[src/source/arb_defines.svh]
/*
  Build-wide constants for the shared-sink arbitration subsystem.
  Include wherever the client count, byte width or LFSR seed is needed.
*/
`ifndef ARB_DEFINES_SVH
`define ARB_DEFINES_SVH

// Clients sharing the sink
`define ARB_NUM_CLIENTS 4

`define ARB_DATA_W 8 // Bits per transfer

// Stage 1 set, stages 2 and 3 clear
`define ARB_LFSR_SEED 3'b001

`endif

[src/source/arb_pkg.sv]
/*
  Arbitration types: the scheme select and the client index.
  Imported by the arbiter and the sink, and by the testbench.
*/
`default_nettype none

`include "arb_defines.svh"

package arb_pkg;

  // Codes 6 and 7 are left unnamed and give no grant
  typedef enum logic [2:0] {
    fix0        = 3'd0,
    fix1        = 3'd1,
    fix2        = 3'd2,
    fix3        = 3'd3,
    round_robin = 3'd4,
    pseudo_rand = 3'd5
  } arb_mode_e;

  typedef logic [$clog2(`ARB_NUM_CLIENTS)-1:0] client_id_t;

  // One-hot (or zero) grant to client index
  function automatic client_id_t onehot_to_id(input logic [`ARB_NUM_CLIENTS-1:0] oh);
    client_id_t id;
    id = '0;
    for (int i = 0; i < `ARB_NUM_CLIENTS; i++) begin
      if (oh[i]) id = client_id_t'(i);
    end
    return id;
  endfunction

endpackage

`default_nettype wire

[src/source/xfer_pkg.sv]
/*
  Transfer types: client port handshake states and the payload byte.
  Imported by the client ports, the sink and the top level.
*/
`default_nettype none

`include "arb_defines.svh"

package xfer_pkg;

  typedef enum logic [1:0] {
    idle,    // No request outstanding
    waiting, // Request raised toward the arbiter
    acked    // Served, holding ack until req_in drops
  } port_state_e;

  typedef logic [`ARB_DATA_W-1:0] data_t;

endpackage

`default_nettype wire

[src/source/pn_seq_gen.sv]
/*
  Three-stage Fibonacci LFSR stepping every cycle from reset.
  Its top two stages name the preferred client for pseudo-random arbitration.
*/
`default_nettype none
`timescale 1ns/1ps

`include "arb_defines.svh"

module pn_seq_gen (
  input  logic       clk,
  input  logic       rst_n,
  output logic [1:0] rand_sel
);

  // Bit 0 is stage 1, bit 2 is stage 3
  logic [2:0] lfsr;
  logic       fb;

  assign fb = lfsr[0] ^ lfsr[2];

  always_ff @(posedge clk or negedge rst_n) begin
    if (!rst_n) begin
      lfsr <= `ARB_LFSR_SEED;
    end else begin
      lfsr <= {lfsr[1:0], fb}; // Shift toward stage 3
    end
  end

  assign rand_sel = lfsr[2:1]; // Stages 3 and 2

endmodule

`default_nettype wire

[src/source/arbiter.sv]
/*
  Four-way arbiter with six selectable schemes: fixed priority for any
  top client, round robin, and LFSR-chosen priority. The grant is registered
  and one-hot, one pulse per win; the client granted now is masked from
  the next decision so its dropping request is never seen twice.
*/
`default_nettype none
`timescale 1ns/1ps

`include "arb_defines.svh"

module arbiter (
  input  logic                        clk,
  input  logic                        rst_n,
  input  logic [`ARB_NUM_CLIENTS-1:0] port_req,
  input  arb_pkg::arb_mode_e          arb_mode,
  input  logic [1:0]                  rand_sel,
  output logic [`ARB_NUM_CLIENTS-1:0] gnt
);

  import arb_pkg::*;

  logic [`ARB_NUM_CLIENTS-1:0] req_m;    // Requests minus current winner
  logic [`ARB_NUM_CLIENTS-1:0] gnt_fix;
  logic [`ARB_NUM_CLIENTS-1:0] gnt_rr;
  logic [`ARB_NUM_CLIENTS-1:0] gnt_px;
  logic [`ARB_NUM_CLIENTS-1:0] gnt_nxt;
  client_id_t                  rr_ptr;   // Last round-robin winner

  // Chosen client first, then the rest by index
  function automatic logic [`ARB_NUM_CLIENTS-1:0] prio_pick(
    input logic [`ARB_NUM_CLIENTS-1:0] req,
    input client_id_t                  first
  );
    logic [`ARB_NUM_CLIENTS-1:0] pick;
    pick = '0;
    for (int i = `ARB_NUM_CLIENTS - 1; i >= 0; i--) begin
      if (req[i]) begin
        pick    = '0;
        pick[i] = 1'b1;
      end
    end
    if (req[first]) begin
      pick        = '0;
      pick[first] = 1'b1;
    end
    return pick;
  endfunction

  // First requester counting up from ptr + 1, with wrap
  function automatic logic [`ARB_NUM_CLIENTS-1:0] rr_pick(
    input logic [`ARB_NUM_CLIENTS-1:0] req,
    input client_id_t                  ptr
  );
    logic [`ARB_NUM_CLIENTS-1:0] pick;
    int                          idx;
    pick = '0;
    for (int i = `ARB_NUM_CLIENTS; i >= 1; i--) begin
      idx = (int'(ptr) + i) % `ARB_NUM_CLIENTS;
      if (req[idx]) begin
        pick      = '0;
        pick[idx] = 1'b1;
      end
    end
    return pick;
  endfunction

  assign req_m = port_req & ~gnt;

  assign gnt_fix = prio_pick(req_m, client_id_t'(arb_mode[1:0]));
  assign gnt_rr  = rr_pick(req_m, rr_ptr);
  assign gnt_px  = prio_pick(req_m, client_id_t'(rand_sel));

  always_comb begin
    case (arb_mode)
      fix0, fix1, fix2, fix3: gnt_nxt = gnt_fix;
      round_robin:            gnt_nxt = gnt_rr;
      pseudo_rand:            gnt_nxt = gnt_px;
      default:                gnt_nxt = '0; // Unnamed codes hold everyone off
    endcase
  end

  always_ff @(posedge clk or negedge rst_n) begin
    if (!rst_n) begin
      gnt    <= '0;
      rr_ptr <= client_id_t'(`ARB_NUM_CLIENTS - 1); // Client 0 goes first
    end else begin
      gnt <= gnt_nxt;
      if (arb_mode == round_robin && |gnt_rr) begin
        rr_ptr <= onehot_to_id(gnt_rr);
      end
    end
  end

  a_gnt_onehot: assert property (@(posedge clk) disable iff (!rst_n)
    $onehot0(gnt));

  // A grant only goes to a port that was asking
  a_gnt_had_req: assert property (@(posedge clk) disable iff (!rst_n)
    (gnt & ~$past(port_req)) == '0);

  // In fix0 nobody below the winner was still eligible
  a_fix0_order: assert property (@(posedge clk) disable iff (!rst_n)
    (|gnt && $past(arb_mode == fix0)) |-> ((gnt - 1'b1) & $past(req_m)) == '0);

endmodule

`default_nettype wire

[src/source/client_port.sv]
/*
  One client's side of the shared sink. Converts the external four-phase
  req/ack handshake into a level request for the arbiter and holds the
  offered byte until the sink has taken it.
*/
`default_nettype none
`timescale 1ns/1ps

`include "arb_defines.svh"

module client_port (
  input  logic            clk,
  input  logic            rst_n,
  input  logic            req_in,
  input  xfer_pkg::data_t data_in,
  input  logic            gnt,
  output logic            ack,
  output logic            port_req,
  output xfer_pkg::data_t data_held
);

  import xfer_pkg::*;

  port_state_e state;

  always_ff @(posedge clk or negedge rst_n) begin
    if (!rst_n) begin
      state <= idle;
    end else begin
      case (state)
        idle: begin
          if (req_in) state <= waiting;
        end
        waiting: begin
          if (gnt) state <= acked; // Sink takes the byte on this edge
        end
        acked: begin
          // Held request keeps ack up, no second transfer
          if (!req_in) state <= idle;
        end
        default: begin
          state <= idle;
        end
      endcase
    end
  end

  // Data is stable while req_in is high and ack low
  always_ff @(posedge clk) begin
    if (state == idle && req_in) begin
      data_held <= data_in;
    end
  end

  assign port_req = (state == waiting);
  assign ack      = (state == acked);

  a_gnt_when_waiting: assert property (@(posedge clk) disable iff (!rst_n)
    gnt |-> state == waiting);

endmodule

`default_nettype wire

[src/source/xfer_sink.sv]
/*
  Shared transfer sink. In the cycle after a grant it presents the winning
  port's byte and id with a one-cycle valid.
*/
`default_nettype none
`timescale 1ns/1ps

`include "arb_defines.svh"

module xfer_sink (
  input  logic                        clk,
  input  logic                        rst_n,
  input  logic [`ARB_NUM_CLIENTS-1:0] gnt,
  input  xfer_pkg::data_t             data_held [`ARB_NUM_CLIENTS],
  output logic                        out_valid,
  output arb_pkg::client_id_t         out_id,
  output xfer_pkg::data_t             out_data
);

  import arb_pkg::*;

  client_id_t gnt_id;

  assign gnt_id = onehot_to_id(gnt);

  always_ff @(posedge clk or negedge rst_n) begin
    if (!rst_n) begin
      out_valid <= 1'b0;
    end else begin
      out_valid <= |gnt;
    end
  end

  // Payload only meaningful with out_valid
  always_ff @(posedge clk) begin
    if (|gnt) begin
      out_id   <= gnt_id;
      out_data <= data_held[gnt_id];
    end
  end

  // Back-to-back transfers never come from the same port
  a_no_repeat_id: assert property (@(posedge clk) disable iff (!rst_n)
    (out_valid && $past(out_valid)) |-> (out_id != $past(out_id)));

endmodule

`default_nettype wire

[src/source/arb_subsys.sv]
/*
  Top level of the shared-sink subsystem. Four client ports feed the
  arbiter, the LFSR supplies the pseudo-random preference, and the sink
  presents each winner's byte and id.
*/
`default_nettype none
`timescale 1ns/1ps

`include "arb_defines.svh"

module arb_subsys (
  input  logic                        clk,
  input  logic                        rst_n,
  input  arb_pkg::arb_mode_e          arb_mode,
  input  logic [`ARB_NUM_CLIENTS-1:0] req_in,
  input  xfer_pkg::data_t             data_in [`ARB_NUM_CLIENTS],
  output logic [`ARB_NUM_CLIENTS-1:0] ack,
  output logic                        out_valid,
  output arb_pkg::client_id_t         out_id,
  output xfer_pkg::data_t             out_data
);

  import xfer_pkg::*;

  logic [`ARB_NUM_CLIENTS-1:0] port_req;
  logic [`ARB_NUM_CLIENTS-1:0] gnt;
  logic [1:0]                  rand_sel;
  data_t                       data_held [`ARB_NUM_CLIENTS];

  pn_seq_gen u_lfsr (
    .clk      (clk),
    .rst_n    (rst_n),
    .rand_sel (rand_sel)
  );

  arbiter u_arb (
    .clk      (clk),
    .rst_n    (rst_n),
    .port_req (port_req),
    .arb_mode (arb_mode),
    .rand_sel (rand_sel),
    .gnt      (gnt)
  );

  for (genvar i = 0; i < `ARB_NUM_CLIENTS; i++) begin : g_port
    client_port u_port (
      .clk       (clk),
      .rst_n     (rst_n),
      .req_in    (req_in[i]),
      .data_in   (data_in[i]),
      .gnt       (gnt[i]),
      .ack       (ack[i]),
      .port_req  (port_req[i]),
      .data_held (data_held[i])
    );
  end

  xfer_sink u_sink (
    .clk       (clk),
    .rst_n     (rst_n),
    .gnt       (gnt),
    .data_held (data_held),
    .out_valid (out_valid),
    .out_id    (out_id),
    .out_data  (out_data)
  );

endmodule

`default_nettype wire

[config.mk]
export PLATFORM = sky130hd
export DESIGN_NAME = arb_subsys
export DESIGN_NICKNAME = d
export VERILOG_FILES = /design/src/source/arb_pkg.sv /design/src/source/xfer_pkg.sv /design/src/source/pn_seq_gen.sv /design/src/source/arbiter.sv /design/src/source/client_port.sv /design/src/source/xfer_sink.sv /design/src/source/arb_subsys.sv
export VERILOG_INCLUDE_DIRS = /design/src /design/src/source
export SDC_FILE = /design/constraint.sdc
export NUM_CORES = 1
export LEC_CHECK = 0
export BUFFER_PORTS_ARGS = -buffer_cell sky130_fd_sc_hd__buf_2
export CORE_ASPECT_RATIO = 0.75
export CORE_MARGIN = 1
export CORE_UTILIZATION = 50
export DETAILED_ROUTE_END_ITERATION = 10
export GPL_ROUTABILITY_DRIVEN = 0
export HOLD_SLACK_MARGIN = 0.06
export PLACE_DENSITY = 0.73
export SLEW_MARGIN = 20
export SYNTH_ARGS = -nofsm -noshare
export SYNTH_HDL_FRONTEND = slang
export SYNTH_HIERARCHICAL = 1
export SYNTH_SLANG_ARGS = --single-unit
[constraint.sdc]
create_clock -name clk -period 3.4 [get_ports clk]
set_input_delay 0.34 -clock clk [delete_from_list [all_inputs] [get_ports clk]]
set_output_delay 0.34 -clock clk [all_outputs]
set_load 0.02 [all_outputs]
==> metrics.txt <==
first-pass GRT wire length 9929 um; Die Area around 6500 um2; largest net degree at the start of global routing 22; post-synth cell types 48; clk_skew 0.003643 ns; Avg WL per Cell 16.58 um; FF+latch area 1715 um2; Worst Path Class, Setup register to register; CP required 3.67 ns; class of the worst hold path input port to register; final hold vios 0; Worst setup SP type register; Core Area 5886 um2; worst vdd ir around 0.46 mV; Rows 24; RSZ-0062 raised after global routing false; Layout Nets 337; postcts setup bufs 0; combinational power share 0.470; Max Fanout on Critical Path 10; CTS tree built; grt ovf 0; Global Route Usage Sum 0.2073; Most used DFF post-synth edfxtp_1; DR vias/cell 5.518; Max-Cap Viols 0; Period minus WS final 2.708 ns; Syn-to-layout area delta 16.89%; Ys Warns 6; crit share post-route 0.7964; antenna violations before repair 0; # diodes 0; Leak Pwr about 1.4 nW; Seq cells post-synth 60; final WL 6151 um; CTS H-tree lvls 3; # fillers 470; Placed Area 3387 um2; Sw Share 0.3903; Setup Viol. Count Final 0; cell taking the most area after synthesis edfxtp_1; switching pwr 1.427 mW; CP arrival 2.98 ns; maximum clock frequency about 0.37 GHz; most frequent cell after synthesis edfxtp_1; die height 70.07 um; vias in the first global route 1973; via count 2047; Post-Syn Nets between 200 and 300; Final Max Slew Viols 0; Post-DP HPWL 4408 um; Post-Syn Instances 230; CTS Buffer Depth 2; post-synth top area share 0.4083; DIE WIDTH 92.76 um; Residual DRC 0; Worst-Skew Late Latency ~0.33 ns; io pins 56; pwr/cell area 1012 nW/um2; synthesized area per cell 13.43 um2; Post-synth EDFFs 42; CTS clock-pin slew for the worst setup and hold paths 0.07 ns; clock sinks 60; layout cells sized above 1 0.3788; CTS Buf Count 9; Routed Antenna Nets 0; top cells by area, synth edfxtp_1 41%, dfrtp_1 12%, mux4_2 4.4%; final instance area 3611 um2; Clk pwr share 0.189; most frequent cells after synthesis 42 x edfxtp_1, 15 x dfrtp_1, 15 x nor2_1, 14 x inv_1, 11 x nor2b_1; Flop pwr share 0.341; Iteration-0 DRC Markers 153; Multi-input gate area 1231 um2; Slew @ Worst Pin between 0.7 and 0.8 ns; setup TNS 0 ns; first-pass iteration count of the detailed router 4; P_int 2.229 mW; post-synthesis async set-or-reset flop share 0.3000; Rel. slew slack 0.5236; cell area after synthesis roughly 3100 um2; Port Buffer Count 55; status complete, no violations; Starting Density 0.5249; root buffer cell clkbuf_8; Setup crit end kind register; sequential share of the synthesized area 0.5553
## routing by layer
layer / up-vias / part of all wire / GRT usage / wire length, um
met2: 73 / 0.44 / 0.2900 / 2703
met5: - / 0 / 0 / 0
met4: 0 / 0.0050 / 0.04103 / 31
met1: 990 / 0.50 / 0.3033 / 3052
li1: 978 / - / - / -
met3: 6 / 0.059 / 0.08606 / 363
## cell families after synthesis
logic type / Yosys count / synth area share
flip-flops: 60 / 0.5553
buffers and inverters: 26 / 0.04617
AND/OR/NAND/NOR: 68 / 0.1470
XOR/XNOR: 1 / 0.002836
AO/OA/AOI/OAI: 53 / 0.1466
multiplexers: 14 / 0.06966
adder cells (fa/ha/maj): 8 / 0.03240
## power groups by stage
stage               combinational (mW)  sequential (mW)  clock [mW]
global placement                  1.66             1.25           0
floorplan                         1.30             1.28           0
global route                      1.88             1.28       0.741
detailed placement                1.70             1.26           0
finish                            1.72             1.24       0.692
CTS                               1.71             1.25       0.705
## final timing paths
check	from	end	slack, ns	depth (start not counted)
setup / recovery	u_arb/rr_ptr[0]$_DFFE_PN1P_	u_arb/rr_ptr[0]$_DFFE_PN1P_	0.69	7
hold / removal	data_in[12]	g_port[2].u_port/data_held[4]$_DFFE_PP_	0.18	1
setup reg to reg	u_arb/rr_ptr[0]$_DFFE_PN1P_	u_arb/rr_ptr[0]$_DFFE_PN1P_	0.69	7
hold reg to reg	u_lfsr/lfsr[0]$_DFF_PN1_	u_lfsr/lfsr[1]$_DFF_PN0_	0.42	0
max in group asynchronous	rst_n	u_arb/rr_ptr[1]$_DFFE_PN1P_	2.60	2
min in group asynchronous	rst_n	g_port[3].u_port/state[0]$_DFFE_PN0P_	0.47	2
## metrics by stage
stage | worst slack, ns | util | hold WS (ns) | total power, mW | instances
floorplan | 0.8885 | - | 0.04441 | 2.587 | 230
global placement | 0.7765 | 0.5755 | 0.2860 | 2.915 | 354
detailed placement | 0.7061 | 0.5755 | 0.2940 | 2.957 | 354
CTS | 0.6966 | 0.6135 | 0.1587 | 3.660 | 371
global route | 0.4692 | 0.6135 | 0.1454 | 3.904 | 371
finish | 0.6921 | 0.6135 | 0.1762 | 3.656 | 371
## what timing repair did
action,in CTS,in global routing
hold buffers,1,0
hold endpoints to repair,15,0
gates resized for setup,0,0
## critical path: stages, from the launching register on
cell,delay (ns)
dfstp_2,0.68
inv_2,0.13
ha_1,0.42
mux4_2,0.58
a211oi_1,0.35
a221o_1,0.20
o21ai_1,0.05
a22o_1,0.23
## flip-flops by register name, indices dropped and copies added (netlist names)
signal and count:
g_port.u_port/data_held 32, g_port.u_port/state 8, u_arb/gnt 4, u_arb/rr_ptr 2, u_lfsr/lfsr 3, u_sink/out_data 8, u_sink/out_id 2, u_sink/out_valid 1
## cell type report
type / instances / share of cell area
inverter: 16 / 0.01663
sequential: 60 / 0.4751
tap: 78 / 0.02703
timing repair buffer: 57 / 0.08108
clock buffer: 9 / 0.03430
multi-input combinational: 144 / 0.3410
clock inverter: 7 / 0.02495
## placed cells by master, fill, tap and decap left out, drive strengths merged, types with 4 or more instances in the layout
cell	n
a211oi	14
a21oi	6
buf	56
clkbuf	9
dfrtp	15
edfxtp	42
ha	8
inv	17
mux2i	8
mux4	6
nand2	6
nand2b	8
nand3	6
nor2	16
nor2b	16
nor3b	8
o21ai	9
o2bb2ai	4
or2b	5
Note: power is estimated with default switching activity, not from simulation.
